==> config.mk <==
export PLATFORM = sky130hd
export DESIGN_NAME = bec_top
export DESIGN_NICKNAME = d
export VERILOG_FILES = /design/src/design/bec_pkg.sv /design/src/design/bec_ctrl.sv /design/src/design/bec_key_store.sv /design/src/design/bec_sync.sv /design/src/design/bec_top.sv
export SDC_FILE = /design/constraint.sdc
export NUM_CORES = 1
export LEC_CHECK = 0
export ABC_AREA = 0
export BUFFER_PORTS_ARGS = -buffer_cell sky130_fd_sc_hd__buf_4
export CORE_MARGIN = 3
export CORE_UTILIZATION = 40
export CTS_BUF_LIST = sky130_fd_sc_hd__clkbuf_16
export CTS_CLUSTER_DIAMETER = 60
export CTS_CLUSTER_SIZE = 20
export DETAILED_ROUTE_END_ITERATION = 10
export PLACE_DENSITY = 0.66
export SKIP_LAST_GASP = 1
export SYNTH_ARGS = -nofsm -noshare
export SYNTH_HDL_FRONTEND = slang
export SYNTH_SLANG_ARGS = --single-unit
==> constraint.sdc <==
create_clock -name rst -period 2.2 [get_ports rst]
set_clock_uncertainty 0.15 [all_clocks]
set_input_delay 0.44 -clock rst [delete_from_list [all_inputs] [get_ports rst]]
set_output_delay 0.44 -clock rst [all_outputs]
set_load 0.1 [all_outputs]
==> src/design/bec_pkg.sv <==
`default_nettype none

package bec_pkg;

	// ##################################################
	// controller states
	// ##################################################

	typedef enum logic [3:0]
	{
		s1   = 4'd1,
		s2   = 4'd2,
		s3   = 4'd3,
		s4   = 4'd4,
		s5   = 4'd5,
		s6   = 4'd6,
		s7   = 4'd7,
		s8   = 4'd8,  // entered with key 1.
		s9   = 4'd9,
		s10  = 4'd10,
		s11  = 4'd11,
		s12  = 4'd12,
		s13  = 4'd13,
		s14  = 4'd14,
		s8_d = 4'd15  // entered with key 0.
	} bec_state_t;

	// ##################################################
	// condition and strobe words
	// ##################################################

	// x1 sits in bit 0.
	typedef struct packed
	{
		logic x18, x17, x16, x15, x14, x13;
		logic x12, x11, x10, x9, x8, x7;
		logic x6, x5, x4, x3, x2, x1;
	} bec_cond_t;

	// y1 sits in bit 0.
	typedef struct packed
	{
		logic y39, y38, y37, y36, y35, y34, y33, y32;
		logic y31, y30, y29, y28, y27, y26, y25, y24;
		logic y23, y22, y21, y20, y19, y18, y17, y16;
		logic y15, y14, y13, y12, y11, y10, y9, y8;
		logic y7, y6, y5, y4, y3, y2, y1;
	} bec_ctrl_t;

	// key load request.
	typedef struct packed
	{
		logic key_valid;
		logic key_bit;
	} bec_key_req_t;

	// ##################################################
	// lock constants
	// ##################################################

	localparam int unsigned corrupt_count_w = 3;

	// first s8 visit with blanked strobes.
	localparam logic [corrupt_count_w-1:0] corrupt_limit = 3'd5;

	// unloaded key runs the part locked.
	localparam logic key_reset_value = 1'b1;

endpackage

`default_nettype wire

==> src/design/bec_ctrl.sv <==
`default_nettype none

module bec_ctrl
(
	input  logic               rst,
	input  logic               clk,
	input  bec_pkg::bec_cond_t cond,
	input  logic               key,
	output bec_pkg::bec_ctrl_t ctrl
);

	import bec_pkg::*;

	bec_state_t                 state;
	bec_state_t                 state_nx;
	bec_state_t                 disp_nx;
	bec_ctrl_t                  disp_ctrl;
	logic [corrupt_count_w-1:0] corrupt_count;
	logic                       exit_y34;
	logic                       alt_to_s7;

	// ##################################################
	// state and visit counter
	// ##################################################

	always_ff @(posedge rst or negedge clk)
	begin
		if (!clk)
		begin
			state         <= s1;
			corrupt_count <= '0;
		end
		else
		begin
			state <= state_nx;
			if (state_nx == s8 && corrupt_count != corrupt_limit)
				corrupt_count <= corrupt_count + 1'b1; // saturates.
		end
	end

	// ##################################################
	// shared decode terms
	// ##################################################

	assign exit_y34 = cond.x14 && (cond.x10 || cond.x11);

	// s6 with x6 set and x3 clear, x15 set.
	always_comb
	begin
		case ({cond.x8, cond.x9})
			2'b11:   alt_to_s7 = !cond.x16;
			2'b10:   alt_to_s7 = cond.x17;
			2'b01:   alt_to_s7 = cond.x18;
			default: alt_to_s7 = !cond.x18;
		endcase
	end

	// dispatch table of s8, s8_d and the low x6, x3 leg of s6.
	always_comb
	begin
		disp_ctrl = '0;
		if (cond.x12)
		begin
			if (cond.x4)
			begin
				disp_ctrl.y5 = 1'b1;
				disp_nx      = s9;
			end
			else if (cond.x5)
			begin
				{disp_ctrl.y6, disp_ctrl.y15} = 2'b11;
				disp_nx                       = s10;
			end
			else
			begin
				disp_ctrl.y14 = 1'b1;
				disp_nx       = s7;
			end
		end
		else if (!cond.x4)
		begin
			disp_ctrl.y5 = 1'b1;
			disp_nx      = s12;
		end
		else if (cond.x5)
		begin
			disp_ctrl.y11 = 1'b1;
			disp_nx       = s7;
		end
		else
		begin
			disp_ctrl.y5 = 1'b1;
			disp_nx      = s11;
		end
	end

	// ##################################################
	// next state and strobes
	// ##################################################

	always_comb
	begin
		ctrl     = '0;
		state_nx = state;
		case (state)
			s1:
			begin
				if (cond.x1 && cond.x2)
				begin
					{ctrl.y35, ctrl.y36} = 2'b11;
					state_nx             = s2;
				end
				else if (cond.x1)
				begin
					ctrl.y1  = 1'b1;
					state_nx = s3;
				end
			end
			s2:
			begin
				{ctrl.y37, ctrl.y38} = 2'b11;
				state_nx             = s4;
			end
			s3:
			begin
				{ctrl.y2, ctrl.y3} = 2'b11;
				state_nx           = s5;
			end
			s4:
			begin
				{ctrl.y3, ctrl.y28, ctrl.y34} = 3'b111;
				state_nx                      = s1;
			end
			s5:
			begin
				ctrl.y39 = 1'b1;
				state_nx = s6;
			end
			s6:
			begin
				if (cond.x6 && cond.x3)
				begin
					state_nx = s7;
					if (cond.x7)
					begin
						ctrl.y28 = cond.x9;
						ctrl.y29 = !cond.x9;
					end
					else if (!cond.x8)
					begin
						{ctrl.y32, ctrl.y33} = {2{cond.x9}};
						{ctrl.y30, ctrl.y31} = {2{!cond.x9}};
					end
					else if (cond.x9 ? cond.x11 : cond.x10)
						ctrl.y3 = 1'b1;
					else
					begin
						ctrl.y34 = exit_y34;
						state_nx = s1;
					end
				end
				else if (cond.x6 && cond.x15)
				begin
					ctrl.y3  = alt_to_s7;
					ctrl.y34 = !alt_to_s7 && exit_y34;
					state_nx = alt_to_s7 ? s7 : s1;
				end
				else if (cond.x6)
				begin
					state_nx = s7;
					case ({cond.x7, cond.x8, cond.x9})
						3'b111:  ctrl.y16 = 1'b1;
						3'b110:  ctrl.y17 = 1'b1;
						3'b101:  ctrl.y19 = 1'b1;
						3'b100:  ctrl.y18 = 1'b1;
						3'b011:  {ctrl.y25, ctrl.y26, ctrl.y27} = 3'b111;
						3'b010:  {ctrl.y22, ctrl.y23, ctrl.y24} = 3'b111;
						3'b001:  ctrl.y20 = 1'b1;
						default: ctrl.y21 = 1'b1;
					endcase
				end
				else if (cond.x3)
				begin
					// key 1 takes the counted path.
					ctrl.y4  = 1'b1;
					state_nx = key ? s8 : s8_d;
				end
				else
				begin
					ctrl     = disp_ctrl;
					state_nx = disp_nx;
				end
			end
			s7:
			begin
				ctrl.y34 = exit_y34;
				state_nx = s1;
			end
			s8:
			begin
				state_nx = disp_nx;
				if (corrupt_count < corrupt_limit)
					ctrl = disp_ctrl; // blank from the fifth visit.
			end
			s8_d:
			begin
				ctrl     = disp_ctrl;
				state_nx = disp_nx;
			end
			s9:
			begin
				ctrl.y12 = 1'b1;
				state_nx = s13;
			end
			s10:
			begin
				ctrl.y14 = 1'b1;
				state_nx = s7;
			end
			s11:
			begin
				ctrl.y7  = 1'b1;
				state_nx = s7;
			end
			s12:
			begin
				{ctrl.y8, ctrl.y9} = {2{cond.x5}};
				ctrl.y10           = !cond.x5;
				state_nx           = s7;
			end
			s13:
			begin
				ctrl.y13 = 1'b1;
				state_nx = s14;
			end
			s14:
			begin
				ctrl.y3  = cond.x13;
				ctrl.y34 = !cond.x13 && exit_y34;
				state_nx = cond.x13 ? s7 : s1;
			end
			default: state_nx = s1;
		endcase
	end

endmodule

`default_nettype wire

==> src/design/bec_key_store.sv <==
`default_nettype none

module bec_key_store
(
	input  logic                  rst,
	input  logic                  clk,
	input  bec_pkg::bec_key_req_t key_req,
	output logic                  key,
	output logic                  loaded
);

	import bec_pkg::*;

	logic take; // first request since reset.

	assign take = key_req.key_valid && !loaded;

	always_ff @(posedge rst or negedge clk)
	begin
		if (!clk)
		begin
			key    <= key_reset_value;
			loaded <= 1'b0;
		end
		else if (take)
		begin
			// later requests are ignored until reset.
			key    <= key_req.key_bit;
			loaded <= 1'b1;
		end
	end

endmodule

`default_nettype wire

==> src/design/bec_sync.sv <==
`default_nettype none

// two flops per bit for a crossing from another clock domain.
module bec_sync
#(
	parameter type payload_t = logic
)
(
	input  logic     rst,
	input  logic     clk,
	input  payload_t d,
	output payload_t q
);

	payload_t meta; // first stage may go metastable.

	always_ff @(posedge rst or negedge clk)
	begin
		if (!clk)
		begin
			meta <= '0;
			q    <= '0;
		end
		else
		begin
			meta <= d;
			q    <= meta;
		end
	end

endmodule

`default_nettype wire

==> src/design/bec_top.sv <==
`default_nettype none

module bec_top
(
	input  logic                  rst,
	input  logic                  clk,
	input  bec_pkg::bec_cond_t    cond,
	input  bec_pkg::bec_key_req_t key_req,
	output bec_pkg::bec_ctrl_t    ctrl,
	output logic                  key_loaded
);

	import bec_pkg::*;

	bec_cond_t    cond_s;
	bec_key_req_t key_req_s;
	logic         key;

	bec_sync #(.payload_t(bec_cond_t)) i_cond_sync
	(
		.rst (rst),
		.clk (clk),
		.d   (cond),
		.q   (cond_s)
	);

	bec_sync #(.payload_t(bec_key_req_t)) i_key_sync
	(
		.rst (rst),
		.clk (clk),
		.d   (key_req),
		.q   (key_req_s)
	);

	bec_key_store i_key_store
	(
		.rst     (rst),
		.clk     (clk),
		.key_req (key_req_s),
		.key     (key),
		.loaded  (key_loaded)
	);

	bec_ctrl i_ctrl
	(
		.rst  (rst),
		.clk  (clk),
		.cond (cond_s),
		.key  (key),
		.ctrl (ctrl)
	);

endmodule

`default_nettype wire

# After elaboration in Yosys (flattened, before gate mapping)
# Cells that the tools add are included.
dict set report totals {
  out_inout_bits 40
  elab_cells 180
  in_bits 22
  regBits 49
}
dict set report op_classes {
  n_reduce_logical 20
  order_cmp 1
  mux 87
  n_addsub 1
  n_eq_ne 27
}
# cell n
set ops {}
lappend ops {{35-bit 2-to-1 mux} 4}
lappend ops {{4-bit 2-to-1 mux} 14}
lappend ops {{4-bit case mux with 10 select lines} 1}
lappend ops {{13-bit case mux with 3 select lines} 1}
lappend ops {{4-bit equality test (second input constant)} 9}
lappend ops {{15-bit 2-to-1 mux} 2}
lappend ops {{30-bit 2-to-1 mux} 1}
lappend ops {{1-bit 2-to-1 mux} 27}
lappend ops {{1-bit case mux with 3 select lines} 9}
lappend ops {{12-bit 2-to-1 mux} 2}
lappend ops {{24-bit 2-to-1 mux} 1}
lappend ops {{3-bit 2-to-1 mux} 6}
lappend ops {{3-bit case mux with 3 select lines} 2}
lappend ops {{4-bit by 3-bit equality test with 1-bit output (second input constant)} 4}
lappend ops {{5-bit 2-to-1 mux} 3}
lappend ops {{3-bit equality test (second input constant)} 4}
lappend ops {{2-bit 2-to-1 mux} 6}
lappend ops {{2-bit case mux with 3 select lines} 2}
lappend ops {{11-bit 2-to-1 mux} 1}
lappend ops {{5-bit case mux with 2 select lines} 1}
lappend ops {{4-bit by 2-bit equality test with 1-bit output (second input constant)} 2}
lappend ops {{1-bit logical AND} 8}
lappend ops {{1-bit case mux with 4 select lines} 2}
lappend ops {{1-bit zero test} 7}
lappend ops {{14 further kinds} 17}

# Depth between registers and ports, before layout
dict set report logic_depth {
  depth_word 12
  depth_mapped 8
  ltp_nobuf 6
}

# Cells and area by module
# From an unflattened synthesis, not the netlist that was laid out.
dict set report hier_totals {
  cells_unflattened 214
  area_unflattened_um2 2273.4
}
# mod cells_each instances area_each_um2
set modules_own_cells {}
lappend modules_own_cells {bec_ctrl 169 1 1186.1}
lappend modules_own_cells {{bec_sync (i_cond_sync)} 36 1 900.9}
lappend modules_own_cells {{bec_sync (i_key_sync)} 4 1 100.1}
lappend modules_own_cells {bec_key_store 5 1 86.3}

# Worst setup path before layout
# OpenSTA, ideal clock, no wires.
dict set report synth_path {
  path_kind {reg-to-output}
  from {register i_ctrl.state[0]}
  to {output ctrl[8] (netlist bit)}
  required_ns 1.610
  setup_slack_ns -3.016
  stages_incl_launch_ff 5
  n_path_buf 3
  arrival_time_ns 4.626
  cell_sequence {dfstp_2 > clkbuf_1 > buf_2 > nor4b_1 > buf_4}
}
# element line_no
set synth_lines {}
lappend synth_lines {{from (decl)} bec_ctrl.sv:14} ;# bec_state_t state;
lappend synth_lines {{from (signal assigned)} bec_ctrl.sv:35} ;# state <= state_nx;
lappend synth_lines {{to (decl)} bec_top.sv:9} ;# output bec_pkg::bec_ctrl_t ctrl,

==> results.json <==
{
  "arrival_ps": 1940,
  "clock_tree.buffer_depth": 2,
  "hold_class": "input pin to async pin",
  "ys_seq_area_share_pct": 53.7,
  "period_share_pct": 115,
  "grt_pass1_wl_mm": 9.54,
  "layoutNonFillerInstCount": 383,
  "synth_commonest_cells": "dfrtp_1, nand2_1, nor2_1",
  "die_y_um": 81.7,
  "violations": "negative setup slack",
  "crit_type": "flop to output port",
  "port-buffer-count": 61,
  "startpoint_type": "flop",
  "internal_power_mw": 2.59,
  "critPathCaptureType": "output port",
  "wl_per_cell_um": 16.9,
  "clk_pin_slew_ps": 60,
  "viasPerCell": 5.11,
  "pwr-share-clk_pct": 17.9,
  "holdWs_ps": 5.96,
  "wl_mm": 6.47,
  "synth_edf_count": 0,
  "first_global_vias": 1920,
  "fp.dieW_um": 81.7,
  "grt.total_usage_pct": 19.0,
  "syn_to_final_growth_pct": 77.9,
  "ys_warn_count": 0,
  "cts_tree": "yes",
  "yosysTopAreaCell": "dfrtp_1",
  "rr_startpoint": "i_ctrl.state[0]$_DFF_PN1_",
  "initial_core_util_pct": 42.9,
  "yosysTopAreaCellShare_pct": 51.4,
  "syn_nets": 237,
  "drt_iter0_drc": 132,
  "synth_cell_types": 60,
  "synth.most_common_cell": "dfrtp_1",
  "cp-startpoint": "i_ctrl.state[3]$_DFF_PN0_",
  "syn_inst": 213,
  "design.core.area_um2": 5340,
  "netSwitchingFraction_pct": 44.2,
  "rsz0062_at_grt": "true",
  "max_freq_mhz": 395,
  "route.detailed.drc": 0,
  "overflow": 0,
  "clockRootBuffer": "clkbuf_16",
  "peakVddDrop_v": 0.000871,
  "die-area_um2": 6670,
  "drtPass1Iterations": 4,
  "clock_latency_ps": 280,
  "setup_viol": 31,
  "htreeDepth": 2,
  "vias": 1959,
  "hold_viol": 0,
  "slew_viol_final": 0,
  "drive_gt1_share_pct": 61.0,
  "power.density_nw_per_um2": 1140,
  "synth_ff_type": "dfrtp_1",
  "cts.sinks": 49,
  "power_frac_seq_pct": 24.5,
  "synth.avg_cell_area_um2": 10.7,
  "synth-seq-cells": 49,
  "relSlewSlack_pct": 61.4,
  "antenna_found_initial": 0,
  "cp.required_ps": 1610,
  "ios": 62,
  "rr_worst_depth": 7,
  "synth_area_leaders": "dfrtp_1, buf_4, nand2_1",
  "globalplace.congestion": 0.865,
  "async_reset_ff_share_pct": 100,
  "status": "finished, violations left",
  "synth_area_um2": 2290,
  "dp_hpwl_mm": 4.09,
  "drv_cap": 0,
  "grt_max_degree": 50,
  "fin_crit_ps": 2530,
  "share_comb_of_total_power_pct": 57.6,
  "cts_buffers": 5,
  "ant_nets": 0,
  "dp.cells": 356,
  "cp_max_fo": 7,
  "setup_slack_ps": -330,
  "nNetsFinal": 336,
  "p_sw_mw": 2.06,
  "row_count": 26,
  "max_slew.worst_pin.slew_ps": 578,
  "postCtsHoldBufs": 0,
  "leakage_nw": 1.70,
  "antenna_cells": 0
}
==> repair_timing <==
item | in CTS | in global routing
gates resized for setup | 78 | 49
hold endpoints to repair | 0 | 0
cloned | 0 | 0
setup endpoints to repair | 35 | 41
pin swaps | 10 | 15
buffers inserted | 8 | 11
==> cell type report <==
| class | count | area [um^2] |
|---|---|---|
| clock buffers | 5 | 125 |
| repair buffers | 114 | 1290 |
| multi-input cells | 135 | 1260 |
| fillers | 323 | 1260 |
| clock inverters | 3 | 41.3 |
| flip-flops and latches | 49 | 1240 |
| inverters | 7 | 33.8 |
| well taps | 70 | 87.6 |
==> registers in the layout, indices dropped and copies added, names as in the netlist <==
name / flops
i_cond_sync.q: 18
i_key_sync.q: 2
i_key_store.key: 1
i_key_store.loaded: 1
i_cond_sync.meta: 18
i_ctrl.corrupt_count: 3
i_ctrl.state: 4
i_key_sync.meta: 2
==> through the flow <==
stage          setup slack [ps]  setup TNS (ps)  total power [mW]  area (um^2)  utilization, %
5_1_grt                    -447           -8300              4.87         4070            76.3
3_5_place_dp               -173            -378              3.32         3240            60.7
2_1_floorplan              -644           -9130              2.85         2730               -
4_1_cts                    -318           -4580              4.32         3770            70.6
6_report                   -330           -5960              4.65         4070            76.3
3_3_place_gp              -74.4            -148              3.32         3240            60.7
==> cells by family (layout without fill, tap and decap cells) <==
family | after synthesis | count (layout) | synth area share (%)
XOR/XNOR | 3 | 3 | 1.15
buffers and inverters | 29 | 129 | 8.03
adder cells (fa/ha/maj) | 2 | 2 | 1.09
AO/OA/AOI/OAI | 44 | 44 | 13.6
AND/OR/NAND/NOR | 82 | 82 | 20.4
flip-flops | 49 | 49 | 53.7
multiplexers | 4 | 4 | 2.08
==> power groups by stage <==
stage          Clock [mW]  Combinational, mW  Sequential (mW)
2_1_floorplan           0               1.76             1.09
3_3_place_gp            0               2.17             1.14
3_5_place_dp            0               2.18             1.14
4_1_cts             0.850               2.34             1.13
5_1_grt             0.900               2.82             1.16
6_report            0.831               2.68             1.14
==> cell usage in the layout, fill, tap and decap left out, drive strengths merged, types with 5 or more instances in the layout <==
cell type	n
nand2b	8
o21ai	12
nand2	18
clkbuf	5
dfrtp	47
inv	7
nor3	7
a21oi	10
buf	114
nor2	20
==> final timing paths <==
kind | endpoint | slack (ps)
max in group asynchronous | i_cond_sync.q[7]$_DFF_PN0_ | 1460
worst min-delay path | i_cond_sync.meta[4]$_DFF_PN0_ | 6
min in group rst | i_cond_sync.meta[4]$_DFF_PN0_ | 110
worst max register to register | i_ctrl.corrupt_count[1]$_DFFE_PN0P_ | 60
worst max-delay path | ctrl[5] | -330
worst min register to register | i_cond_sync.q[9]$_DFF_PN0_ | 190
==> routing by layer <==
layer  GRT usage [%]  wire, um  vias to the layer above
met2            32.2      3490                       70
li1                -         -                      937
met5               0         0                        -
met4            7.81       152                        0
met1            24.3      2520                      938
met3            3.07       305                       14
==> worst max-delay path: stages, from the launching register on <==
cell       delay (ps)
dfrtp_2           460
nand4bb_1         270
nor2_1            140
a21oi_1            70
o22ai_2           210
nand2_1           130
nor2_4            180
buf_12            190
(Power assumes the default switching activity.)
